`src/mem_types_pkg.sv`:
```
package mem_types_pkg;

    // Line geometry
    // Eight words per line, word index starts above the byte offset
    localparam int WORDS_PER_LINE = 8;
    localparam int OFFSET_LSB = 2;

    // One CPU word, data or instruction
    typedef logic [31:0] word_t;

    // Byte address
    typedef logic [31:0] addr_t;

    // Full memory line, words packed low word first
    typedef logic [WORDS_PER_LINE*32-1:0] line_t;

    // Word index inside a line
    typedef logic [$clog2(WORDS_PER_LINE)-1:0] offset_t;

    // Line address, i.e. byte address minus the line offset bits
    typedef logic [31-OFFSET_LSB-$clog2(WORDS_PER_LINE):0] tag_t;

endpackage

```
`src/instr_line_buffer.sv`:
```
module instr_line_buffer (
    input  logic                 clk,
    input  logic                 rst,

    // CPU fetch side
    input  mem_types_pkg::addr_t instr_addr,
    input  logic                 instr_read,
    output mem_types_pkg::word_t instr_rdata,
    output logic                 instr_resp,

    // Toward the arbiter
    output mem_types_pkg::addr_t instr_mem_addr,
    output logic                 instr_mem_read,
    input  mem_types_pkg::line_t instr_mem_line,
    input  logic                 instr_mem_resp
);

    // Bits below the tag, zeroed in the line address
    localparam int TAG_LSB = $bits(mem_types_pkg::addr_t) - $bits(mem_types_pkg::tag_t);
    localparam int WORD_W = $bits(mem_types_pkg::word_t);

    // Held line
    mem_types_pkg::line_t line_q;
    mem_types_pkg::tag_t  tag_q;
    logic                 valid_q;

    // Miss outstanding at the arbiter
    logic fetching_q;
    logic resp_q;
    // Already answered, wait for the read level to drop
    logic served_q;

    mem_types_pkg::tag_t    req_tag;
    mem_types_pkg::offset_t req_off;
    logic                   hit;
    logic                   new_req;

    assign req_tag = instr_addr[TAG_LSB +: $bits(mem_types_pkg::tag_t)];
    assign req_off = instr_addr[mem_types_pkg::OFFSET_LSB +: $bits(mem_types_pkg::offset_t)];
    assign hit     = valid_q && (tag_q == req_tag);
    assign new_req = instr_read && !served_q && !fetching_q;

    always_ff @(posedge clk) begin
        if (rst) begin
            valid_q    <= 1'b0;
            fetching_q <= 1'b0;
            resp_q     <= 1'b0;
            served_q   <= 1'b0;
        end else begin
            resp_q <= 1'b0;
            if (!instr_read) begin
                served_q <= 1'b0;
            end
            if (new_req && hit) begin
                // Hit answers on the next cycle
                resp_q   <= 1'b1;
                served_q <= 1'b1;
            end else if (new_req) begin
                fetching_q <= 1'b1;
            end
            if (fetching_q && instr_mem_resp) begin
                fetching_q <= 1'b0;
                valid_q    <= 1'b1;
                resp_q     <= 1'b1;
                served_q   <= 1'b1;
            end
        end
    end

    // Line fill
    always_ff @(posedge clk) begin
        if (fetching_q && instr_mem_resp) begin
            line_q <= instr_mem_line;
            tag_q  <= req_tag;
        end
    end

    // Line-aligned fetch address
    assign instr_mem_addr = {req_tag, {TAG_LSB{1'b0}}};
    assign instr_mem_read = fetching_q;

    // Address is held, so the word select stays valid through the pulse
    assign instr_rdata = line_q[req_off * WORD_W +: WORD_W];
    assign instr_resp  = resp_q;

endmodule

```
`config.mk`:
```
export PLATFORM = sky130hd
export DESIGN_NAME = instr_line_buffer
export DESIGN_NICKNAME = d
export VERILOG_FILES = /design/src/mem_types_pkg.sv /design/src/instr_line_buffer.sv
export SDC_FILE = /design/constraint.sdc
export NUM_CORES = 1
export LEC_CHECK = 0
export BUFFER_PORTS_ARGS = -buffer_cell sky130_fd_sc_hd__buf_2
export CAP_MARGIN = 0
export CORE_MARGIN = 1.5
export CORE_UTILIZATION = 50
export DETAILED_ROUTE_END_ITERATION = 8
export PLACE_DENSITY_LB_ADDON = 0.25
export REMOVE_ABC_BUFFERS = 1
export SYNTH_ARGS = -nofsm -noshare
export SYNTH_HDL_FRONTEND = slang
export SYNTH_SLANG_ARGS = --single-unit
```
`constraint.sdc`:
```
create_clock -name clk -period 22.1 [get_ports clk]
set_input_delay 1.105 -clock clk [delete_from_list [all_inputs] [get_ports clk]]
set_output_delay 1.105 -clock clk [all_outputs]
set_load 0.01 [all_outputs]
```
# Word-level counts from Yosys, hierarchy flattened
# Index checks and enable logic that the tools add are counted.
[totals]
in_bits = 292
register_bits = 287
output_inout_bits = 66
wordCells = 24
[classes]
bitwise = 1
eq_ne = 2
n_reduce_logical = 9
shift = 1
mux = 5
[ops]
columns = ["cell", "count"]
rows = [
  ["$shiftx A256 B9 Y32", 1],
  ["$eq A27 B27 Y1", 1],
  ["$logic_and A1 B1 Y1", 5],
  ["$mux W1", 5],
  ["$ne A3 B1 Y1 const B", 1],
  ["$logic_not A1 Y1", 2],
  ["$reduce_and A2 Y1", 1],
  ["$reduce_or A2 Y1", 1],
  ["$not A1 Y1", 1],
]

# Longest topological paths before layout
[logic_depth]
word_depth = 6
ltp_mapped = 4
mapped_depth_nobuf = 4

# Worst setup path after synthesis
# Ideal clock, no wire load.
[synth_timing]
path_kind = "input to register"
start = "in instr_mem_resp"
end = "reg line_q[0] (enable)"
path_slack_ns = 13.919
n_path_buf = 0
path_stages = 1
t_required_ns = 21.419
t_arrival_ns = 7.499
path_cell_list = "and2_1"
[synth_via]
elab_chain_len = 1
[synth_lines]
columns = ["item", "line_no", "rtl"]
rows = [
  ["start: declaration", "instr_line_buffer.sv:15", "input logic instr_mem_resp"],
  ["$logic_and A1 B1 Y1", "instr_line_buffer.sv:72", "if (fetching_q && instr_mem_resp) begin"],
  ["end signal: assignment", "instr_line_buffer.sv:73", "line_q <= instr_mem_line;"],
  ["end: declaration", "instr_line_buffer.sv:23", "mem_types_pkg::line_t line_q;"],
]
# No other way between the ends.
# A chain may end at the register's enable or synchronous reset.

# Final worst setup path
[layout_timing]
start = "in instr_addr[2]"
end = "out instr_rdata[27]"
[layout_via]
elab_chain_len = 1
[layout_lines]
columns = ["item", "line_no", "rtl"]
rows = [
  ["start: declaration", "instr_line_buffer.sv:6", "input mem_types_pkg::addr_t instr_addr,"],
  ["$shiftx A256 B9 Y32", "instr_line_buffer.sv:83", "assign instr_rdata = line_q[req_off * WORD_W +: WORD_W];"],
  ["end: declaration", "instr_line_buffer.sv:8", "output mem_types_pkg::word_t instr_rdata,"],
]
# No other way between the ends.

==> flow_summary.toml <==
[pwr]
p_sw_share_pct = 20.4
power.density_nw_per_um2 = 83.9
internal_power_mw = 0.921
seq_power_share_pct = 54.2
leakage_nw = 5.09
netSwitchingPower_mw = 0.236
clkPwrFrac_pct = 38.1
power_mw = 1.16
combinationalPowerShare_pct = 7.8
peakVddDrop_mv = 0.0683

[cells_and_area]
post-route-util_pct = 63.3
num-fill-cells = 1572
area_growth_pct = 24.3
drive_gt1_share_pct = 58.1
nets = 1116
final_area_sq_um = 13800

[outcome]
status = "completed"

[cts]
cts_resized = 0
clk_latency_ns = 0.54
root_buffer = "clkbuf_16"
cts-buffers-inserted = 29
ctsHoldBuffers = 0
cts_tree = "built"
cts_setup_buffers = 0
path_clk_slew_ns = 0.05
htreeDepth = 1
cts_buffer_depth = 3
cts.sinks = 287

[critical_path]
endpoint_kind = "output pin"
r2r_setup_slack_ns = 18.92
path_cells = "buf_4 -> buf_4 -> mux4_2 -> mux2_2 -> buf_2"
cp_top_family = "buffers and inverters"
path_buf_inv = 3
crit_path_start_kind = "input port"
worstPathMaxFanout = 33
critPathArrivalTime_ns = 3.39
slowest_delay_ns = 0.69
cp_slowest_cell = "buf_4"
required_ns = 21.00
rr_worst_depth = 3
critPathKind = "input port to output pin"
timing.rr.start = "instr_mem_read$_SDFFE_PP0P_"
r2r_end = "line_q[175]$_DFFE_PP_"
crit_top_cell = "buf_4"

[hold_path]
holdPathEnd = "valid_q$_SDFFE_PP0P_"
worstHoldStart = "valid_q$_SDFFE_PP0P_"
hold_depth = 2
hp-class = "register to register"

[route]
vias_per_cell = 5.25
drt_iter0_drc = 315
num_vias = 5923
drt-total-wl_mm = 23.3
ant_nets = 0
drc = 0
dr.pass1.iters = 4
wl_per_cell_um = 20.6

[timing]
maxSlewHeadroom_pct = 28.2
worst_pin_slew_ns = 1.08
skew_ns = 0.00858
setup_tns_ns = 0
hold_viol_final = 0
grt_setup_unrepaired = "no"
fin_crit_sh_pct = 20.3
setup_slack_ns = 17.61
drv_slew = 0
period_needed_ns = 4.49
setup_viol = 0
fmax_mhz = 223

[die]
die_w_um = 152
pin_count = 358
coreArea_sq_um = 21800
dieArea_sq_um = 23100
die_h_um = 152
rows = 54
start_util_pct = 51.0

[synthesis]
async_flop_share_pct = 0
ys_seq_elements = 287
syn-cell-area_sq_um = 11100
synth_edf_count = 283
avgSynthCellArea_sq_um = 22.9
yosysTopAreaCell = "edfxtp_1"
synth_commonest_cells = "283 x edfxtp_1, 64 x mux4_2, 32 x buf_4, 32 x mux2_2, 19 x xnor2_1"
synth_cells = 484
yosys.cell_count.top_type = "edfxtp_1"
synth_ff_type = "edfxtp_1"
yosys-top-cells-area = "edfxtp_1 77%, mux4_2 13%, mux2_2 3.2%"
netlist.area_leader.share_pct = 76.6
ys_seq_area_share_pct = 77.4
synth_cell_type_count = 26
ys_warn_count = 0

[global_route]
grt_max_degree = 86
grt_use_total_pct = 19.8
grt_first_pass_wirelength_mm = 35.0
antenna_found_initial = 7
grt_pass1_vias = 6443
overflow = 0

[placement]
gp_congestion = 0.779
dpl.hpwl_mm = 15.9
pre_cts_ws_ns = 17.52
dpl_cell_area_sq_um = 12900
portBuffers = 350

[flow_run]
drv_cap = 0
through the flow:
step / instances / hold slack, ns
after floorplan: 438 / 0.440
after detailed placement: 1073 / 0.482
after global placement: 1073 / 0.480
final: 1128 / 0.501
after global routing: 1127 / 0.522
after CTS: 1121 / 0.507
power by group through the flow:
stage / logic, mW / registers [mW] / clock network (mW)
after floorplan: 0.0387 / 0.642 / 0
after global placement: 0.0877 / 0.636 / 0
after detailed placement: 0.0909 / 0.638 / 0
after CTS: 0.0914 / 0.626 / 0.450
after global routing: 0.0975 / 0.627 / 0.471
final: 0.0900 / 0.626 / 0.440
sequential cells by signal, indices dropped and copies added (netlist names):
| signal | cells |
|---|---|
| line_q | 256 |
| tag_q | 27 |
| instr_mem_read | 1 |
| instr_resp | 1 |
| served_q | 1 |
| valid_q | 1 |
cell type report:
class | instances | area, sq um | share of cell area, %
Clock inverter | 7 | 62.6 | 0.454
Sequential cell | 287 | 8580 | 62.2
Clock buffer | 41 | 771 | 5.59
Timing Repair Buffer | 355 | 1790 | 13.0
Multi-Input combinational cell | 151 | 2210 | 16.0
Tap cell | 280 | 350 | 2.54
Antenna cell | 7 | 17.5 | 0.127
how the worst max path moves through the flow:
stage / cells past startpoint / startpoint / slack (ns) / to
2_1_floorplan: 1 / instr_mem_resp / 13.92 / line_q[0]$_DFFE_PP_
3_3_place_gp: 5 / instr_addr[2] / 17.54 / instr_rdata[27]
3_5_place_dp: 5 / instr_addr[2] / 17.52 / instr_rdata[27]
4_1_cts: 5 / instr_addr[2] / 17.51 / instr_rdata[27]
5_1_grt: 5 / instr_addr[2] / 17.36 / instr_rdata[27]
6_report: 5 / instr_addr[2] / 17.61 / instr_rdata[27]
placed cells by master, fill, tap and decap left out:
| master | count |
|---|---|
| buf_2 | 349 |
| edfxtp_1 | 283 |
| mux4_2 | 64 |
| mux2_2 | 32 |
| clkbuf_16 | 29 |
| xnor2_1 | 19 |
| clkbuf_1 | 12 |
| xor2_1 | 8 |
| diode_2 | 7 |
| buf_4 | 6 |
| nand4_1 | 5 |
| conb_1 | 5 |
| clkinv_2 | 4 |
| dfxtp_1 | 4 |
| nor2_1 | 3 |
| nor4_1 | 2 |
| nand2b_1 | 2 |
| and2_4 | 1 |
| nor2b_1 | 1 |
| or4_4 | 1 |
| nand2_1 | 1 |
| o21ba_2 | 1 |
| o41a_1 | 1 |
| or4_1 | 1 |
| o31ai_1 | 1 |
| or3_1 | 1 |
| a21oi_1 | 1 |
| o32ai_1 | 1 |
| inv_6 | 1 |
| clkinv_1 | 1 |
| bufinv_16 | 1 |
layer usage:
| metal | part of all wire, % | GRT usage (%) | vias up |
|---|---|---|---|
| met5 | 0 | 0 | - |
| met4 | 2.4 | 6.84 | 0 |
| met3 | 8.5 | 5.11 | 35 |
| met2 | 51 | 33.5 | 285 |
| met1 | 38 | 24.9 | 2951 |
| li1 | - | - | 2652 |
tightest hold or removal path: cells and delay by family (launching register included):
family	cells	cell delay [ns]
flops	1	0.31
simple gates	2	0.14
cells by family after synthesis:
| family | share of synthesized area (%) |
|---|---|
| buffers and inverters | 2.85 |
| other | 0.0338 |
| and+or+nand+nor | 0.982 |
| DFF | 77.4 |
| AOI/OAI and AO/OA | 0.384 |
| xor gates and xnor gates | 2.13 |
| muxes | 16.2 |
Note: power is estimated with default switching activity, not from simulation.
