File: src/mem_types_pkg.sv
package mem_types_pkg;

    // Line geometry
    // Eight words per line, word index starts above the byte offset
    localparam int WORDS_PER_LINE = 8;
    localparam int OFFSET_LSB = 2;

    // One CPU word, data or instruction
    typedef logic [31:0] word_t;

    // Byte address
    typedef logic [31:0] addr_t;

    // Full memory line, words packed low word first
    typedef logic [WORDS_PER_LINE*32-1:0] line_t;

    // Word index inside a line
    typedef logic [$clog2(WORDS_PER_LINE)-1:0] offset_t;

    // Line address, i.e. byte address minus the line offset bits
    typedef logic [31-OFFSET_LSB-$clog2(WORDS_PER_LINE):0] tag_t;

endpackage

File: src/data_line_buffer.sv
module data_line_buffer (
    input  logic                 clk,
    input  logic                 rst,

    // CPU load/store side
    input  mem_types_pkg::addr_t data_addr,
    input  logic                 data_read,
    input  logic                 data_write,
    input  mem_types_pkg::word_t data_wdata,
    output mem_types_pkg::word_t data_rdata,
    output logic                 data_resp,

    // Toward the arbiter
    output mem_types_pkg::addr_t data_mem_addr,
    output logic                 data_mem_read,
    output logic                 data_mem_write,
    output mem_types_pkg::line_t data_mem_wline,
    input  mem_types_pkg::line_t data_mem_rline,
    input  logic                 data_mem_resp
);

    localparam int TAG_LSB = $bits(mem_types_pkg::addr_t) - $bits(mem_types_pkg::tag_t);
    localparam int WORD_W = $bits(mem_types_pkg::word_t);

    enum logic [1:0] {
        IDLE,
        WRITE_BACK,
        FILL,
        RESPOND
    } state_q;

    // Held line with its state bits
    mem_types_pkg::line_t line_q;
    mem_types_pkg::tag_t  tag_q;
    logic                 valid_q;
    logic                 dirty_q;
    // Answered, wait for both levels to drop
    logic                 served_q;

    mem_types_pkg::tag_t    req_tag;
    mem_types_pkg::offset_t req_off;
    mem_types_pkg::line_t   fill_line;
    logic                   req_level;
    logic                   new_req;
    logic                   hit;

    assign req_tag   = data_addr[TAG_LSB +: $bits(mem_types_pkg::tag_t)];
    assign req_off   = data_addr[mem_types_pkg::OFFSET_LSB +: $bits(mem_types_pkg::offset_t)];
    assign req_level = data_read || data_write;
    assign new_req   = req_level && !served_q;
    assign hit       = valid_q && (tag_q == req_tag);

    // Fetched line with the store word merged in on a write miss
    always_comb begin
        fill_line = data_mem_rline;
        if (data_write) begin
            fill_line[req_off * WORD_W +: WORD_W] = data_wdata;
        end
    end

    always_ff @(posedge clk) begin
        if (rst) begin
            state_q  <= IDLE;
            valid_q  <= 1'b0;
            dirty_q  <= 1'b0;
            served_q <= 1'b0;
        end else begin
            case (state_q)
                IDLE: begin
                    if (!req_level) begin
                        served_q <= 1'b0;
                    end
                    if (new_req) begin
                        if (hit) begin
                            dirty_q <= dirty_q || data_write;
                            state_q <= RESPOND;
                        end else if (valid_q && dirty_q) begin
                            // Evict first
                            state_q <= WRITE_BACK;
                        end else begin
                            state_q <= FILL;
                        end
                    end
                end
                WRITE_BACK: begin
                    if (data_mem_resp) begin
                        dirty_q <= 1'b0;
                        state_q <= FILL;
                    end
                end
                FILL: begin
                    if (data_mem_resp) begin
                        valid_q <= 1'b1;
                        dirty_q <= data_write;
                        state_q <= RESPOND;
                    end
                end
                RESPOND: begin
                    served_q <= 1'b1;
                    state_q  <= IDLE;
                end
                default: state_q <= IDLE;
            endcase
        end
    end

    // Line contents
    always_ff @(posedge clk) begin
        if (state_q == IDLE && new_req && hit && data_write) begin
            line_q[req_off * WORD_W +: WORD_W] <= data_wdata;
        end else if (state_q == FILL && data_mem_resp) begin
            line_q <= fill_line;
            tag_q  <= req_tag;
        end
    end

    // Write-back goes to the old tag, fill to the requested one
    assign data_mem_addr  = (state_q == WRITE_BACK) ? {tag_q, {TAG_LSB{1'b0}}}
                                                    : {req_tag, {TAG_LSB{1'b0}}};
    assign data_mem_write = (state_q == WRITE_BACK);
    assign data_mem_read  = (state_q == FILL);
    assign data_mem_wline = line_q;

    // After a store this reads back the merged word
    assign data_rdata = line_q[req_off * WORD_W +: WORD_W];
    assign data_resp  = (state_q == RESPOND);

endmodule

File: config.mk
export PLATFORM = sky130hd
export DESIGN_NAME = data_line_buffer
export DESIGN_NICKNAME = d
export VERILOG_FILES = /design/src/mem_types_pkg.sv /design/src/data_line_buffer.sv
export SDC_FILE = /design/constraint.sdc
export NUM_CORES = 1
export LEC_CHECK = 0
export BUFFER_PORTS_ARGS = -buffer_cell sky130_fd_sc_hd__buf_2
export CAP_MARGIN = 20
export CORE_AREA = 2 2 251 253
export DETAILED_ROUTE_END_ITERATION = 10
export DIE_AREA = 0 0 253 255
export PLACE_DENSITY = 0.48
export SYNTH_ARGS = -nofsm -noshare
export SYNTH_HDL_FRONTEND = slang
export SYNTH_SLANG_ARGS = --single-unit
File: constraint.sdc
create_clock -name clk -period 5.5 [get_ports clk]
set_input_delay 1.1 -clock clk [delete_from_list [all_inputs] [get_ports clk]]
set_output_delay 1.1 -clock clk [all_outputs]
set_load 0.05 [all_outputs]
## After elaboration in Yosys (flattened, before gate mapping)

Cells that the tools add are included.

| word-level totals | value |
|---|---|
| bits in registers | 288 |
| bits of input ports | 325 |
| output and inout bits | 323 |
| word-level logic and storage cells | 58 |

| operators by class | value |
|---|---|
| add/sub/neg operators | 1 |
| equality and inequality tests | 9 |
| shifts and indexed selects | 3 |
| multiplexer cells | 19 |
| bitwise operators | 1 |
| reductions and logical operators | 19 |

Operators by type and width:

| cell | number |
|---|---|
| 256-bit two-way mux | 3 |
| 256-bit bitwise mux | 2 |
| 32-bit by 34-bit variable shift with 256-bit output (first input constant) | 1 |
| 256-bit by 9-bit variable part select with 32-bit output | 1 |
| 32-bit by 34-bit variable part select with 256-bit output | 1 |
| 8-bit negation with 34-bit output | 1 |
| 32-bit two-way mux | 1 |
| 27-bit equality test | 1 |
| 2-bit two-way mux | 5 |
| 2-bit case mux with 4 select lines | 1 |
| 1-bit logical AND | 7 |
| 2-bit inequality test (second input constant) | 3 |
| 2-bit AND reduction | 3 |
| 1-bit two-way mux | 5 |
| 5-bit AND reduction | 1 |
| 2-bit equality test (second input constant) | 2 |
| 2-bit by 1-bit inequality test with 1-bit output (second input constant) | 2 |
| 2-bit nonzero test | 2 |
| 1-bit case mux with 3 select lines | 1 |
| 3-bit AND reduction | 1 |
| 3-bit nonzero test | 1 |
| 2-bit by 1-bit equality test with 1-bit output (second input constant) | 1 |
| 2-bit logical NOT | 1 |
| 1-bit logical OR | 2 |
| other kinds (3) | 3 |

## Logic depth before layout (Yosys ltp)

| logic depth | value |
|---|---|
| depth in word-level cells | 7 |
| depth in mapped cells | 12 |
| depth with buffers taken out | 8 |

## Worst setup path after synthesis

No wires, ideal clock.

| path | value |
|---|---|
| path kind | input to register |
| start point | input data_addr[3] |
| end point | register line_q[100], in the netlist data_mem_wline[100], enable pin |
| library setup time | 0.433 ns |
| arrival | 4.986 ns |
| data required time | 5.067 ns |
| setup slack | 0.081 ns |
| cell stages on the path | 11 |
| buffers on the path | 5 |
| path through | clkbuf_1 clkbuf_1 inv_1 ha_1 ha_1 clkbuf_1 nand3b_1 or2_2 clkbuf_1 clkbuf_1 o22ai_1 |

RTL lines:

| what | RTL line | RTL |
|---|---|---|
| start: declaration | data_line_buffer.sv:6 | `input mem_types_pkg::addr_t data_addr,` |
| end signal: indexed assignment | data_line_buffer.sv:110 | `line_q[req_off * WORD_W +: WORD_W] <= data_wdata;` |
| end signal: assignment | data_line_buffer.sv:112 | `line_q <= fill_line;` |
| end: declaration | data_line_buffer.sv:33 | `mem_types_pkg::line_t line_q;` |

## Final worst setup path

| path | value |
|---|---|
| start point | input data_addr[2] |
| end point | output data_rdata[23] |

| on the way | value |
|---|---|
| word-level cells in the longest chain between the ends | 1 |

Ends and longest elaborated chain:

| what | RTL line | RTL |
|---|---|---|
| 256-bit by 9-bit variable part select with 32-bit output | data_line_buffer.sv:125 | `assign data_rdata = line_q[req_off * WORD_W +: WORD_W];` |
| end: declaration | data_line_buffer.sv:10 | `output mem_types_pkg::word_t data_rdata,` |

Every way passes these cells.

==> results.cfg <==
[status]
status = finished, final reports clean

[drt]
wl_met2_mm = 36.6
drt-met1-wl_mm = 28.2
wl_mm = 74.6
final_antenna_net_count = 0
top_layer = met5
vias = 14268
post_drt_wl_per_cell_um = 26.8
first_pass_iters = 5
route.met3.wl_mm = 7.08
viasPerCell = 5.13
route.detailed.drc = 0
drt-initial-drc-count = 1276

[pwr]
ir_drop_v = 0.000306
total_leakage_power_nw = 8.58
power.density_nw_per_um2 = 414

[placement]
io_buffer_count = 640
pre_cts_slack_ns = 1.24
gp_congestion = 0.931
postPlaceCellArea_um2 = 19400
dpl.hpwl_mm = 53.1

[sta]
period_share_pct = 72.1
drv_slew = 0
tightest_slew_ns = 0.888
slew_headroom_pct = 40.7
min_period_ns = 3.97
rsz0062_at_grt = no
fin_skew_ns = 0.0157
tns_ns = 0
hold_violations = 0
clock.fmax_mhz = 252
setup_ws_ns = 1.53
final-setup-viol-count = 0
hold_ws_ns = 0.503

[critical_path]
cpMostUsedCell = nand2_1
crit_fanout = 30
crit_chain = buf_6 -> buf_4 -> mux4_2 -> nand2_1 -> nand2_1 -> buf_2
slowest_delay_ns = 0.58
worst-setup-path-type = in2out
cp-start-kind = primary input
critPathArrivalTime_ns = 2.87
required_ns = 4.40
cp-end-kind = output pin
slowest_stage = mux4_2

[logic_synthesis]
ys_ff_latch = 288
synth_largest_area_cell = edfxtp_1
synth_top_area_share_pct = 56.5
synth_area_per_cell_um2 = 11.2
synth-simple-area-share_pct = 13.7
netlist-cell-type-count = 41
synth_cells = 1344
synth_area_leaders = edfxtp_1 56%, nand2_1 12%, mux4_2 9.6%
yosysSeqAreaShare_pct = 57.2
synth_top_family_by_area = simple AND/OR/NAND/NOR gates
synth_edf_count = 283
ys.flop_type = edfxtp_1
muxShareOfSynthArea_pct = 11.7
synthXorXnorAreaFrac_pct = 1.57
synth_compound_area_share_pct = 11.3
ys_async_sr_fraction_pct = 0
synth_adder_area_share_pct = 0.665
synth_area_um2 = 15000
synth-warning-count = 0

[clock_network]
htree_levels = 2
cts_buffers = 36
path_clk_slew_ns = 0.05
root_buffer = clkbuf_16
cts.sinks = 288
cts_hold_buffers = 0
post_cts_buffers = 0
clk_path_buf_depth = 3
cts_tree = done
insertion_delay_ns = 0.54
cts_resized = 0

[floorplanning]
core-area_um2 = 62200
die_w_um = 253
start_util_pct = 24.2
die_area_um2 = 64500
dieHeight_um = 255
rows = 92
io_pins = 648

[grt]
track_usage_pct = 22.0
antenna_found_initial = 17
grt_pass1_vias = 14332
grt_overflow = 0
grt_max_degree = 85
grt_pass1_wl_mm = 101

[final_layout]
finalInstanceArea_um2 = 20400
drive_above_1_share_pct = 42.9
seq_area_um2 = 8600
syn_to_final_growth_pct = 35.7
fillerInstances = 6472
multi_input_area_um2 = 6040
nets = 2290
final_core_util_pct = 32.8

[min_path]
hold_path_class = reg2reg

[flow_run]
maxCapViolations = 0
==> Yosys cell counts, types with 3 or more instances <==
master,n
a21oi_1,6
buf_1,15
buf_2,29
buf_4,18
clkbuf_1,59
dfxtp_1,5
edfxtp_1,283
ha_1,8
inv_1,6
mux2_2,28
mux4_2,64
nand2_1,476
nand2b_1,4
nand3_1,3
nand4_1,11
nor2_1,9
o21ai_0,46
o21ai_1,7
o22ai_1,213
xnor2_1,27
==> sequential cells by signal, indices dropped and copies added, names as in the netlist <==
signal and count:
dirty_q 1, tag_q 27, state_q 2, data_mem_wline 256
served_q 1, valid_q 1
==> cell type report <==
cell class	count	share of cell area (%)
Antenna cell	5	0.0613
Clock inverter	11	0.349
Tap cell	799	4.90
Timing Repair Buffer	693	18.1
Sequential cell	288	42.1
Clock buffer	48	4.74
Inverter	6	0.110
Multi-Input combinational cell	932	29.6
==> layer usage <==
metal,GRT usage (%),vias to the layer above
met5,0,-
met4,8.15,18
met3,5.80,159
met2,38.2,835
met1,26.2,6998
li1,-,6258
==> layout by cell type (no fill, tap or decap), types with 2 or more instances in the layout <==
master | synthesis | routed
a21oi_1 | 6 | 6
a311oi_1 | 2 | 2
buf_12 | 0 | 7
buf_2 | 29 | 638
buf_4 | 18 | 47
clkbuf_1 | 59 | 11
clkbuf_16 | 0 | 37
clkinv_1 | 0 | 7
clkinv_2 | 0 | 3
conb_1 | 1 | 5
dfxtp_1 | 5 | 5
diode_2 | 0 | 5
edfxtp_1 | 283 | 283
ha_1 | 8 | 8
inv_1 | 6 | 5
mux2_2 | 28 | 28
mux4_2 | 64 | 64
nand2_1 | 476 | 476
nand2b_1 | 4 | 3
nand3_1 | 3 | 2
nand3b_1 | 2 | 2
nand4_1 | 11 | 11
nor2_1 | 9 | 6
nor2_4 | 0 | 2
nor3_1 | 2 | 2
o21ai_0 | 46 | 46
o21ai_1 | 7 | 7
o22ai_1 | 213 | 205
o22ai_4 | 0 | 8
o41ai_1 | 2 | 2
or2_2 | 2 | 2
xnor2_1 | 27 | 27
==> worst max-delay path, delay by kind of cell <==
kind | cells | cell delay (ns)
muxes | 1 | 0.58
and+or+nand+nor | 2 | 0.21
buffers and inverters | 3 | 0.90
==> path summary, 6_finish.rpt <==
path / cells after the start / to / start / slack (ns)
max: 6 / data_rdata[23] / data_addr[2] / 1.53
max reg2reg: 7 / data_mem_wline[16] / tag_q[6] / 2.16
min reg2reg: 2 / state_q[0] / state_q[0] / 0.50
min: 2 / state_q[0] / state_q[0] / 0.50
==> logic make-up (layout without fill, tap and decap cells) <==
group,count (synthesis),in the layout
DFF,288,288
xor gates and xnor gates,27,27
adders and majority gates,8,8
other,1,10
muxes,92,92
AOI/OAI and AO/OA,281,281
and+or+nand+nor,519,519
buffers and inverters,128,758
==> where the power goes <==
part	leakage (nW)	total (W)	switching (W)	internal [W]
registers	2.65	0.00309	0.000200	0.00289
logic	5.43	0.00315	0.00239	0.000766
clock network	0.506	0.00221	0.000936	0.00127
total	8.58	0.00845	0.00352	0.00492
==> through the flow <==
stage / cells / total power [W]
finish: 2782 / 0.00845
floorplan: 1348 / 0.00522
CTS: 2777 / 0.00851
global placement: 2718 / 0.00627
global route: 2779 / 0.00874
detailed placement: 2718 / 0.00630
(Power assumes the default switching activity.)
