===== src/mem_types_pkg.sv =====
package mem_types_pkg;

    // Line geometry
    // Eight words per line, word index starts above the byte offset
    localparam int WORDS_PER_LINE = 8;
    localparam int OFFSET_LSB = 2;

    // One CPU word, data or instruction
    typedef logic [31:0] word_t;

    // Byte address
    typedef logic [31:0] addr_t;

    // Full memory line, words packed low word first
    typedef logic [WORDS_PER_LINE*32-1:0] line_t;

    // Word index inside a line
    typedef logic [$clog2(WORDS_PER_LINE)-1:0] offset_t;

    // Line address, i.e. byte address minus the line offset bits
    typedef logic [31-OFFSET_LSB-$clog2(WORDS_PER_LINE):0] tag_t;

endpackage


===== src/mem_arbiter.sv =====
module mem_arbiter (
    input  logic                 clk,
    input  logic                 rst,

    // Instruction buffer side, read only
    input  mem_types_pkg::addr_t instr_mem_addr,
    input  logic                 instr_mem_read,
    output mem_types_pkg::line_t instr_mem_line,
    output logic                 instr_mem_resp,

    // Data buffer side
    input  mem_types_pkg::addr_t data_mem_addr,
    input  logic                 data_mem_read,
    input  logic                 data_mem_write,
    input  mem_types_pkg::line_t data_mem_wline,
    output mem_types_pkg::line_t data_mem_rline,
    output logic                 data_mem_resp,

    // Shared memory port
    output mem_types_pkg::addr_t mem_addr,
    output logic                 mem_read,
    output logic                 mem_write,
    output mem_types_pkg::line_t mem_wline,
    input  mem_types_pkg::line_t mem_rline,
    input  logic                 mem_resp
);

    // Grant FSM
    enum logic [1:0] {
        IDLE,
        INSTR,
        DATA,
        DONE
    } state_q;

    // Owner of the current grant, 1 means data side
    logic owner_data_q;
    // Side served by the last finished transaction
    logic last_data_q;
    // Line captured on mem_resp, forwarded in DONE
    mem_types_pkg::line_t rline_q;

    logic instr_req;
    logic data_req;
    logic pick_data;

    assign instr_req = instr_mem_read;
    assign data_req  = data_mem_read || data_mem_write;

    // Data wins when alone, or on a tie if instr was served last
    assign pick_data = data_req && (!instr_req || !last_data_q);

    always_ff @(posedge clk) begin
        if (rst) begin
            state_q      <= IDLE;
            owner_data_q <= 1'b0;
            // Instr side wins the first tie after reset
            last_data_q  <= 1'b1;
        end else begin
            case (state_q)
                IDLE: begin
                    if (instr_req || data_req) begin
                        state_q      <= pick_data ? DATA : INSTR;
                        owner_data_q <= pick_data;
                    end
                end
                INSTR, DATA: begin
                    if (mem_resp) begin
                        state_q <= DONE;
                    end
                end
                DONE: begin
                    // Requester drops its level during this cycle
                    state_q     <= IDLE;
                    last_data_q <= owner_data_q;
                end
                default: state_q <= IDLE;
            endcase
        end
    end

    // Returned line
    always_ff @(posedge clk) begin
        if ((state_q == INSTR || state_q == DATA) && mem_resp) begin
            rline_q <= mem_rline;
        end
    end

    // Memory port mux, only driven while granted
    always_comb begin
        mem_addr       = '0;
        mem_read       = 1'b0;
        mem_write      = 1'b0;
        mem_wline      = '0;
        instr_mem_resp = 1'b0;
        data_mem_resp  = 1'b0;
        case (state_q)
            INSTR: begin
                mem_addr = instr_mem_addr;
                mem_read = instr_mem_read;
            end
            DATA: begin
                mem_addr  = data_mem_addr;
                mem_read  = data_mem_read;
                mem_write = data_mem_write;
                mem_wline = data_mem_wline;
            end
            DONE: begin
                // One-cycle pulse to whoever held the grant
                instr_mem_resp = !owner_data_q;
                data_mem_resp  = owner_data_q;
            end
            default: ;
        endcase
    end

    // Both sides see the captured line, only the owner gets a pulse
    assign instr_mem_line = rline_q;
    assign data_mem_rline = rline_q;

endmodule


===== config.mk =====
export PLATFORM = sky130hd
export DESIGN_NAME = mem_arbiter
export DESIGN_NICKNAME = d
export VERILOG_FILES = /design/src/mem_types_pkg.sv /design/src/mem_arbiter.sv
export SDC_FILE = /design/constraint.sdc
export NUM_CORES = 1
export LEC_CHECK = 0
export ABC_AREA = 1
export BUFFER_PORTS_ARGS = -buffer_cell sky130_fd_sc_hd__buf_4
export CAP_MARGIN = 20
export CORE_AREA = 8 8 541 543
export CTS_BUF_LIST = sky130_fd_sc_hd__clkbuf_8
export DETAILED_ROUTE_END_ITERATION = 10
export DIE_AREA = 0 0 549 551
export PLACE_DENSITY_LB_ADDON = 0.08
export SETUP_SLACK_MARGIN = 0.5
export SYNTH_ARGS = -nofsm -noshare
export SYNTH_HDL_FRONTEND = slang
export SYNTH_SLANG_ARGS = --single-unit

===== constraint.sdc =====
create_clock -name clk -period 12.6 [get_ports clk]
set_input_delay 2.52 -clock clk [delete_from_list [all_inputs] [get_ports clk]]
set_output_delay 2.52 -clock clk [all_outputs]
set_load 0.05 [all_outputs]

* After elaboration in Yosys (flattened, before gate mapping)
Index checks and enable logic that the tools add are counted.
** Storage, ports and cells
- Flip-flop bits (word level) :: 260
- Bits of input ports :: 582
- Logic and storage cells :: 32
** Operators by class
- Equal/unequal tests :: 5
- Multiplexer cells :: 10
- Reductions and logical operators :: 13
** Operator list (count)
- 256-bit two-way mux :: 1
- 32-bit case mux with 2 select lines :: 1
- 2-bit two-way mux :: 3
- 2-bit case mux with 3 select lines :: 1
- 2-bit equality test (second input constant) :: 2
- 1-bit logical OR :: 4
- 2-bit != test (second input constant) :: 2
- 2-bit AND reduction :: 2
- 1-bit zero test :: 3
- 1-bit two-way mux :: 3
- 2-bit by 1-bit equality test with 1-bit output (second input constant) :: 1
- 1-bit logical AND :: 2
- 2-bit zero test :: 1
- 1-bit case mux with 2 select lines :: 1
- 2-bit OR reduction :: 1

* Longest topological paths before layout
Gate-level depths: netlist (run 1).
- Word-level depth :: 6
- Mapped depth :: 8
- Mapped depth without buffers :: 8

* Worst setup path after synthesis (run 1)
Ideal clock, no wire load.
- Kind :: input -> register
- From :: in mem_resp
- To :: reg rline_q[0] (netlist: data_mem_rline[0]), enable pin
- Setup time :: 0.607 ns
- Arrival :: 7.482 ns
- Path slack :: 4.511 ns
- Cell stages on the path :: 2
- Path buffers :: 0
- Cell sequence :: nand2_1 inv_1
** Between the ends
- Word-level cells in the longest chain between the ends :: 1
** RTL lines
- start, declared :: line mem_arbiter.sv:25 : input logic mem_resp
- 1-bit logical AND :: line mem_arbiter.sv:84 : if ((state_q == INSTR || state_q == DATA) && mem_resp) begin
- end signal, assigned :: line mem_arbiter.sv:85 : rline_q <= mem_rline;
- end, declared :: line mem_arbiter.sv:41 : mem_types_pkg::line_t rline_q;
Every way passes these cells.
A chain may end at the register's enable or synchronous reset.

* Worst setup path after layout (run 1)
- From :: reg state_q[0] (netlist bit)
- To :: out mem_wline[3]
** Between the ends
- Word-level cells in the longest chain between the ends :: 2
** RTL lines
- start, declared :: line mem_arbiter.sv:34 : } state_q;
- start signal, assigned :: line mem_arbiter.sv:63 : state_q <= pick_data ? DATA : INSTR;
- 2-bit equality test :: line mem_arbiter.sv:97 : case (state_q)
- 256-bit two-way mux :: line mem_arbiter.sv:97
- end, declared :: line mem_arbiter.sv:23 : output mem_types_pkg::line_t mem_wline,
Every way passes these cells.

==> results.txt, run 1 <==
The number of hold-repair buffers added at the cts stage came out at 0. For this run, the share of the core covered by cells in the final layout is a little under a tenth. Post-CTS repair changed the size of 0 cells. The top cell type's share of synthesized area came out at 61.7%.

The number of setup buffers added after CTS is 0. Summing internal, switching and leakage power gives 6.81 mW. Synthesis produced a netlist whose cell count is between 1k and 1.5k. about 1.4k I/O pins were placed. The H-tree was split into 2 levels. The static leakage is roughly 13 nW. IR analysis of the VDD net gives a maximum drop of approximately 0.11 mV. The area taken by flip-flops and latches is between 0.007 and 0.008 mm². The unique cell type count in the Yosys netlist is 15. The final count of hold timing violations came out at 0. The number of optimization iterations in the first detailed-route pass came out at 4. Multiplexer cells account for 0% of the synthesized area.

The depth of the worst hold-timing path came out at 2. For this run, design rule violations remaining after detail routing come to 0. The number of global-route vias before repair came out at around 14k. Setup repair after global routing left no endpoint under its margin.

The wire length reported by the detailed router came out at 145000 µm. Counting stages on the worst path, the most repeated cell is buf_4. The total placed instance area came out at about 0.026 mm². Compared with the post-synthesis result, the final layout area differs by 114%. The compound-cell area share of the yosys netlist is 1.41%.

The adder and majority gate portion of the synthesized area is less than 1%. At the end of routability-driven placement, the weighted congestion stood at just under 0.9. The worst-case clock skew is between 0.04 and 0.05 ns. The combined area of the multi-input logic cells is between 0.0015 and 0.002 mm². The number of DRC markers after the initial detailed-route iteration came out at approximately 550. After detailed routing, the average wire length per cell comes to 23.4 µm. At the worst endpoint, the arrival time is 3.97 ns.

The actual slew at the worst max-slew pin is around 0.91 ns. The worst slew margin relative to its limit is roughly two fifths. After synthesis, the largest family of logic cells by area is buffers and inverters.

The post-synthesis simple-gate area fraction is between 10% and 20%. The worst setup path is captured at an output port. After filler insertion, the fill cell instance count of the layout stands at 33.2k. Final hold analysis gives a worst-case slack of 0.476 ns. Entering global routing, the biggest net connects about 150 pins. The largest individual stage delay along the critical path comes from the cell buf_4. The first global-routing pass estimated between 150000 and 200000 µm of wire. The longest clock path from root to sink contains 3 buffers. The final count of negative-setup-slack endpoints is 0.

The floorplan has about 200 rows. The critical path required time came out at 10.08 ns. The antenna violation net count after detailed routing came out at 0. The clock-pin slew on the worst setup and hold paths came out at approximately 0.060 ns.

The placed wire-length estimate is approximately 130000 µm. The met2 demand-to-capacity share in global routing came out at 17.4%. After synthesis the netlist holds a flip-flop and latch count of 260. The period utilization is 51.5%. Traced cell by cell, the critical path runs through inv_1 > ha_4 > buf_4 > buf_4 > nand2_1 > inv_1 > buf_4. The proportion of layout cells with a drive suffix above 1 came out at 60.9%. After routing the design area is between 0.02 and 0.03 mm².

The post-layout instance count excluding filler cells is roughly 6.2k. TritonCTS built the clock tree. During synthesis, Yosys emitted a total of 0 warnings.

The total count of max-transition violations in the final report came out at 0. Counting I/O delays and the setup requirement, the final critical path takes ~6.5 ns. Summing the sequential cell areas from Yosys gives ~62% of the chip area. In the routed layout, each cell is associated on average with a via count of approximately 2.1.

The max-capacitance violation count came out at 0. The die covers 0.302 mm². The CTS root buffer is clkbuf_8. The sum of buffers and inverters on the critical path is 5. The largest incremental delay on the critical path is 0.60 ns.

The later-pin clock latency in the skew report is around 0.73 ns. The category of the critical setup timing path is flop to output port. The core region is about 0.28 mm². Leaving out fill and tap cells, the most frequent cells in the layout are buf_4, nand2_1, inv_1. The met1 capacity usage during global routing came out at around 8.4%.

The worst setup path is launched from a flop. The number of buffers added by the clock tree synthesis step is 58. The global route total overflow is 0. The family of cells with the greatest summed delay on the critical path is buffers and inverters.

The initial antenna violation count is 83. Ranked by total cell area, the synthesized netlist is headed by edfxtp_1, buf_4, nand2_1. Clock tree synthesis found a total of 260 sinks. The logic depth of the worst path, buffers included came out at 7. Each instance of the synthesized netlist takes up on average 10.3 µm².

The maximum fanout count along the critical path is 50. The net count of the finished layout is a little under 3k. The overall track demand over capacity in global routing is 8.92%. The final worst setup slack came out at ~6.1 ns. The post-synthesis instance area is between 0.01 and 0.015 mm². The worst hold-check path type is flop to flop. The net count after synthesis is between 1.5k and 2k.

The number of cells on the worst reg-to-reg path is 6. For this design the ratio of total power to cell area is 256 mW/mm². The total negative slack for setup checks came out at 0 ns.

In this run the horizontal extent of the chip is approximately 550 µm. Static timing analysis puts the maximum clock frequency at around 150 MHz. The share of the synthesized netlist area taken by xor and xnor gates is 0%.

Leaving out fill and tap cells, the most frequent cell in the layout is buf_4. Once the floorplan was initialized, standard cells occupied 4.39% of the core. The global routing stage identified its most utilized layer as met2. The number of placed instances, taps included, is roughly 6k. Summing over every cut layer, the via total after detailed routing is approximately 13k.

The flow ran to the end, and the final reports show no timing, DRC or antenna violations. The global routing usage on met3 is 4.17%. Summed over all instances, the cell type with the most area after synthesis is edfxtp_1.

The count of input and output buffers is approximately 1.4k. Timing analysis after detailed placement gives a worst setup slack of between 6 and 7 ns. The die height came out at 551 µm.
==> area by class of cell <==
cell class | instances | area share [%]
timing repair buffer | 1392 | 39.4
sequential | 260 | 29.2
tap | 3762 | 17.7
multi-input combinational | 389 | 5.87
inverter | 267 | 3.79
clock buffer | 58 | 3.00
clock inverter | 49 | 1.06
antenna | 7 | 0.0658
==> cell families (layout without fill, tap and decap cells) <==
| kind of cell | after synthesis | in the layout |
|---|---|---|
| buf+inv | 562 | 1766 |
| compound gates | 35 | 35 |
| fa+ha+maj | 4 | 4 |
| simple gates | 350 | 350 |
| flops | 260 | 260 |
| other cells | 0 | 7 |
==> cell usage after synthesis <==
library cell / number
nand2_1: 339
dfxtp_1: 4
inv_2: 1
a21oi_1: 34
nor2_1: 6
inv_1: 266
or2_1: 1
clkbuf_1: 3
o21ai_0: 1
buf_2: 25
ha_1: 4
buf_4: 267
edfxtp_1: 256
or2_2: 1
nand3_1: 3
==> flip-flops by register name, summed over array words and instances (netlist names) <==
signal          count
owner_data_q        1
data_mem_rline    256
last_data_q         1
state_q             2
==> routing by layer <==
layer / up-vias / wire length [µm] / part of all wire [%]
met4: 48 / 3710 / 2.6
met1: 6157 / 48100 / 33
met3: 231 / 15000 / 10
met5: - / 296 / 0.20
li1: 5744 / - / -
met2: 949 / 77600 / 54
==> report_power, final <==
| group | switching, mW | internal (mW) | leakage (nW) |
|---|---|---|---|
| logic | 3.31 | 1.00 | 9.79 |
| registers | 0.278 | 1.27 | 2.40 |
| clock network | 0.477 | 0.474 | 0.632 |
==> tightest hold or removal path, cell delays in order (launching register included) <==
cell	delay, ns
dfxtp_1	0.34
nand2_1	0.06
nand3_1	0.05
==> worst paths after layout <==
kind                from                  end  slack [ns]
max           state_q[0]         mem_wline[3]        6.11
min          last_data_q          last_data_q        0.48
max reg2reg   state_q[0]  data_mem_rline[212]        9.58
min reg2reg  last_data_q          last_data_q        0.48
Power figures use the tool's default switching activity.
==> inputs of run 2 (changes only) <==
CORE_AREA = 8 8 540 542   (was 8 8 541 543)
DIE_AREA = 0 0 548 550   (was 0 0 549 551)
clock period = 6.3 ns   (was 12.6 ns; I/O delays follow)
==> results.txt, run 2 (same netlist as run 1, synthesis figures left out) <==
The number of DRC markers after the initial detailed-route iteration came to 543 (-0.73%). The switching power of the nets came out at 8.00 mW (+97%). The buffer depth of the longest clock path is 3 (unchanged). The worst setup path is of the flop to output port kind. The post-route DRC violation count was 0 (unchanged). The static leakage came to 12.8 nW (about the same). The switching portion of total power is 59.0% (-0.73 points). The die outline width came out at 548 µm (-0.18%). The flow ran to the end, and the final reports show no timing, DRC or antenna violations.

The overall via count from detail_route is 13.2k (+0.27%). The core area is 0.283 mm² (-0.26%). The total number of nets in the final design came out at 2961 (+0.24%).

The final routed wire length divided by cell count came out at 24.3 µm (+3.8%). The number of global-route vias before repair is 14.7k (+1.7%). The sequential fraction of design power is 22.5% (-0.2 points). The number of optimization iterations in the first detailed-route pass is 4 (unchanged). The portion of total power attributed to the clock network came out at 14.0% (about the same). The overall track demand over capacity in global routing was 9.36% (+0.44 points). The worst slew margin relative to its limit came out at 47.4% (+8.0 points). The count of boundary I/O pins is 1386 (unchanged).

The first-pass GRT wire length was 181000 µm (+4.6%). The die height is 550 µm (-0.18%). The actual slew at the worst max-slew pin came out at 0.789 ns (-0.120 ns).

The largest net degree at the start of global routing is 113 (-26%). The peak ir drop on the vdd network is 0.222 mV (+100%). The part of the power in combinational logic came out at 63.4% (about the same). The power density of the placed cells is 508 mW/mm² (+99%). The starting density of the core came out at 4.40% (+0.011 points). The total die area came to 0.301 mm² (-0.36%). The arrival time at the worst endpoint came out at 2.88 ns (-1.09 ns). The internal power of the cells is 5.57 mW (+100%). The layout filler cell count is 33.1k (-0.24%). The path depth of the worst reg2reg path came to 6 (unchanged). The count of buffers added by post-CTS timing repair for setup is 0 (unchanged). The period utilization came out at 65.6%. Leaving out fill and tap cells, the most frequent cells in the layout are buf_4, nand2_1, inv_1. The initial antenna violation count is 110 (+33%). The worst-case clock skew came out at 0.0284 ns (-0.0173 ns). TritonCTS built the clock tree. The final count of hold timing violations is 0 (unchanged). The clock period could shrink to ~4.1 ns. The total count of max-transition violations in the final report is 0 (unchanged).

The critical path required time is 5.04 ns (-5.04 ns). The final weighted congestion of routability-driven global placement came to 0.847 (-2.8%). The total of cells resized after clock tree synthesis is 0 (unchanged). The wire length reported by the detailed router is 150000 µm (+3.8%).

The global route total overflow came out at 0 (unchanged). The number of buffers added by the clock tree synthesis step is 59 (+1.7%). The number of hold-repair buffers added at the cts stage came to 0 (unchanged). The total placed instance area is 0.0256 mm² (+0.22%). The flip-flop count of the largest register after layout was 256 (unchanged).

The final count of negative-setup-slack endpoints is 0 (unchanged). The number of H-tree branching levels came out at 2 (unchanged). The later-pin clock latency in the skew report is 0.71 ns (-0.02 ns). The antenna violation net count after detailed routing came out at 0 (unchanged). The worst setup path is launched from a flop. The count of input and output buffers came to 1385 (unchanged). The number of standard-cell rows in the floorplan is 196 (unchanged). The maximum clock frequency came out at 242 MHz. The maximum fanout count along the critical path is 94 (+88%). Leaving out fill and tap cells, the most frequent cell in the layout is buf_4. The via density per instance came out at 2.13 (+0.25%). The clock-pin slew on the worst setup and hold paths is 0.05 ns (about the same). The root buffer cell chosen for the clock tree is clkbuf_8. The min-delay analysis places its worst path in the category flop to flop. Setup repair after global routing left no endpoint under its margin. The proportion of layout cells with a drive suffix above 1 is 60.9% (about the same). The worst setup path is captured at an output port. The max-capacitance violation count came out at 0 (unchanged). The depth of the worst hold-timing path is 2 (unchanged). The area of all placed cells without fillers is 0.0267 mm² (+0.24%).

The total negative slack for setup checks is 0 ns (unchanged). The post-synthesis to final-layout area growth came out at 114%. The number of clock sinks is 260 (unchanged). The placed wire-length estimate came out at 134000 µm (+5.0%).
[run 2: changes by cell type in the layout (fill, tap and decap cells not counted), moves of 2 or more]
| cell | previous run | this run |
|---|---|---|
| clkinv_2 | 10 | 2 |
| diode_2 | 7 | 12 |
| inv_1 | 285 | 281 |
| buf_12 | 2 | 5 |
| buf_4 | 1390 | 1393 |
| clkinv_1 | 13 | 15 |
[run 2: stage by stage]
step	setup WS, ns	total power, mW	instances	utilization, %	hold WS, ns
after floorplan	0.739	8.85	1211	-	0.429
after detailed placement	2.69	11.9	6075	9.03	0.467
after CTS	1.96	14.0	6172	9.40	0.481
final	2.16	13.6	6185	9.42	0.465
after global routing	1.89	14.2	6174	9.41	0.521
after global placement	2.78	12.1	6075	9.03	0.462
[run 2: layout make-up]
cell class / instances / area (µm²) / area share, %
Timing Repair Buffer: 1398 / 10600 / 39.6
Sequential cell: 260 / 7770 / 29.1
Tap cell: 3762 / 4710 / 17.6
Multi-Input combinational cell: 389 / 1560 / 5.85
Inverter: 267 / 1010 / 3.77
Clock buffer: 59 / 812 / 3.04
Clock inverter: 38 / 244 / 0.914
Antenna cell: 12 / 30.0 / 0.113
[run 2: worst max-delay path, cell delays in order (launching register included)]
cell     delay (ns)
dfxtp_1        0.32
inv_1          0.14
ha_4           0.53
buf_12         0.45
nand2_1        0.13
a21oi_1        0.27
buf_4          0.27
[run 2: power groups by stage]
stage	Combinational [mW]	Sequential (mW)	Clock, mW
floorplan	4.59	4.26	0
global placement	8.91	3.14	0
detailed placement	8.82	3.11	0
CTS	8.83	3.11	2.10
global route	8.96	3.12	2.12
finish	8.61	3.05	1.91
[run 2: worst paths after layout]
kind	from	endpoint	slack (ns)
setup / recovery	state_q[0]	mem_addr[15]	2.16
hold / removal	last_data_q	last_data_q	0.47
setup reg to reg	state_q[1]	data_mem_rline[12]	3.60
hold reg to reg	last_data_q	last_data_q	0.47
[run 2: layer usage]
layer | part of all wire, % | global-route usage, % | wire length (µm)
met5 | 0.27 | 0 | 406
met1 | 33 | 8.69 | 49000
met3 | 9.6 | 4.10 | 14400
met2 | 56 | 18.8 | 83500
met4 | 2.0 | 1.74 | 2950
==> inputs of run 3 (changes only) <==
clock period = 4.2 ns   (was 6.3 ns; I/O delays follow)
==> results.txt, run 3 (same netlist as run 1, synthesis figures left out) <==
The run finished with clean final reports. The peak ir drop on the vdd network is 0.270 mV (+22%). The tree is rooted in a clkbuf_8. The buffer depth of the longest clock path is 3 (unchanged).

The total power after layout was 20.8 mW (+53%). The overall via count from detail_route came out at 13.1k (-0.55%). The critical path required time came out at 3.36 ns (-1.68 ns). Leaving out fill and tap cells, the most frequent cell in the layout is buf_4.

The wire length reported by the detailed router came out at 154000 µm (+2.4%). Compared with the post-synthesis result, the final layout area differs by 116%. The placed wire-length estimate is 138000 µm (+2.9%). The maximum clock frequency is 296 MHz. The total count of max-transition violations in the final report came out at 0 (unchanged).

The combined area of the multi-input logic cells is 0.00158 mm² (+1.2%). The static leakage is 12.9 nW (+0.97%). The max-capacitance violation count came out at 0 (unchanged). The post-route DRC violation count is 0 (unchanged). The clock-pin slew on the worst setup and hold paths is 0.06 ns (about the same). The number of H-tree branching levels was 2 (unchanged). The worst path in the final design needs a cycle of approximately 3.4 ns, including I/O delays and setup.

The power density of the placed cells is 771 mW/mm² (+52%). The arrival time at the worst endpoint came out at 2.53 ns (-0.35 ns). The worst hold-check path type is input port to flop. The number of optimization iterations in the first detailed-route pass came out at 4 (unchanged).

The die outline width came out at 548 µm (unchanged). The number of standard-cell rows in the floorplan came out at 196 (unchanged). The die height came out at 550 µm (unchanged). The proportion of layout cells with a drive suffix above 1 came out at 61.3% (+0.37 points). The number of clock sinks is 260 (unchanged).

The largest incremental delay on the critical path came to 0.60 ns (+0.07 ns). The worst setup path is launched from a flop. The layout filler cell count is 33.1k (+0.027%). The maximum fanout count along the critical path is 35 (-63%).

The number of buffers added by the clock tree synthesis step came out at 60 (+1.7%). The actual slew at the worst max-slew pin came out at 0.779 ns (-0.00998 ns). The worst slew margin relative to its limit came to 48.1% (+0.67 points). The area taken by flip-flops and latches was 0.00777 mm² (unchanged). The flip-flop count of the largest register after layout came out at 256 (unchanged). The worst-case clock skew came to 0.0518 ns (+0.0234 ns).

The final count of hold timing violations is 0 (unchanged). The via density per instance came out at 2.11 (-1.0%). The count of boundary I/O pins is 1386 (unchanged).

The worst setup path is of the flop to output port kind. The antenna violation net count after detailed routing is 0 (unchanged). The number of global-route vias before repair is 14.1k (-3.8%). The overall track demand over capacity in global routing is 9.59% (+0.23 points).

The share of the core filled with cells in the final layout is 9.52% (+0.10 points). Dividing the final minimum period by the clock period gives ~80%. The core area came out at 0.283 mm² (unchanged). The final weighted congestion of routability-driven global placement came to 0.823 (-2.8%). On the critical path, the stage with the largest delay is an instance of inv_2. The initial antenna violation count came out at 121 (+10%). The count of input and output buffers is 1385 (unchanged). The global route total overflow came to 0 (unchanged). The worst setup path is captured at an output port. Leaving out fill and tap cells, the most frequent cells in the layout are buf_4, nand2_1, inv_1. Setup repair after global routing left no endpoint under its margin.

The later-pin clock latency in the skew report is 0.72 ns (about the same). The total die area is 0.301 mm² (unchanged). The final routed wire length divided by cell count came out at 24.8 µm (+1.9%). The signal on the critical path passes through inv_1 > ha_1 > inv_2 > a21oi_1 > buf_4.

The largest net degree at the start of global routing was 63 (-44%). The first-pass GRT wire length came out at 183000 µm (+1.4%). The total negative slack for setup checks is 0 ns (unchanged). The starting density of the core came out at 4.40% (unchanged). The number of DRC markers after the initial detailed-route iteration is 537 (-1.1%).

The final count of negative-setup-slack endpoints is 0 (unchanged). The total number of nets in the final design came out at 2972 (+0.37%). TritonCTS built the clock tree.
-- run 3: cell count changes in the layout (fill, tap and decap cells not counted), moves of 2 or more --
| cell | before | now |
|---|---|---|
| diode_2 | 12 | 24 |
| buf_4 | 1393 | 1399 |
| clkinv_2 | 2 | 5 |
| buf_12 | 5 | 8 |
| bufinv_16 | 3 | 5 |
-- run 3: area by class of cell --
class                      count  area share [%]
antenna                       24           0.223
clock buffer                  60            3.06
clock inverter                45            1.28
inverter                     267            3.73
multi-input combinational    389            5.86
sequential                   260            28.8
tap                         3762            17.5
timing repair buffer        1408            39.6
-- run 3: path summary, 6_finish.rpt --
path,from,end,slack (ns),cells past startpoint
worst max register to register,state_q[1],data_mem_rline[81],1.96,6
worst max-delay path,state_q[1],mem_addr[12],0.83,5
worst min-delay path,mem_rline[0],data_mem_rline[0],0.29,1
worst min register to register,last_data_q,last_data_q,0.47,2
-- run 3: where the power goes --
part / leakage [nW] / internal [mW] / total (mW) / switching (mW)
Sequential: 2.40 / 3.80 / 4.58 / 0.784
Combinational: 9.89 / 3.17 / 13.1 / 9.96
Clock: 0.656 / 1.64 / 3.07 / 1.43
-- run 3: metal layers --
metal / wire, µm / vias up / part of all wire, % / GRT usage (%)
met5: 443 / - / 0.29 / 0
met4: 2280 / 72 / 1.5 / 1.38
met3: 16500 / 220 / 11 / 4.33
met2: 84200 / 921 / 55 / 18.9
met1: 50400 / 6071 / 33 / 9.23
li1: - / 5807 / - / -
-- run 3: worst max-delay path, delay by kind of cell, from the launching register on --
family / cells / cell delay, ns
AO/OA/AOI/OAI: 1 / 0.11
buffers and inverters: 3 / 0.94
flip-flops: 1 / 0.40
adder cells (fa/ha/maj): 1 / 0.39
-- run 3: repair_timing --
item,4_1_cts,5_1_grt
hold buffers,0,0
resized for setup,0,0
endpoints found under the setup margin,0,21
setup buffers,0,1
-- run 3: metrics by stage --
stage / setup WS [ns] / area, µm² / hold WS [ns] / cells
floorplan: -0.898 / 12500 / 0.429 / 1211
global placement: 1.15 / 25700 / 0.456 / 6084
detailed placement: 1.36 / 25700 / 0.455 / 6085
CTS: 0.511 / 26900 / 0.133 / 6190
global route: 0.536 / 26900 / 0.175 / 6193
finish: 0.827 / 27000 / 0.290 / 6215
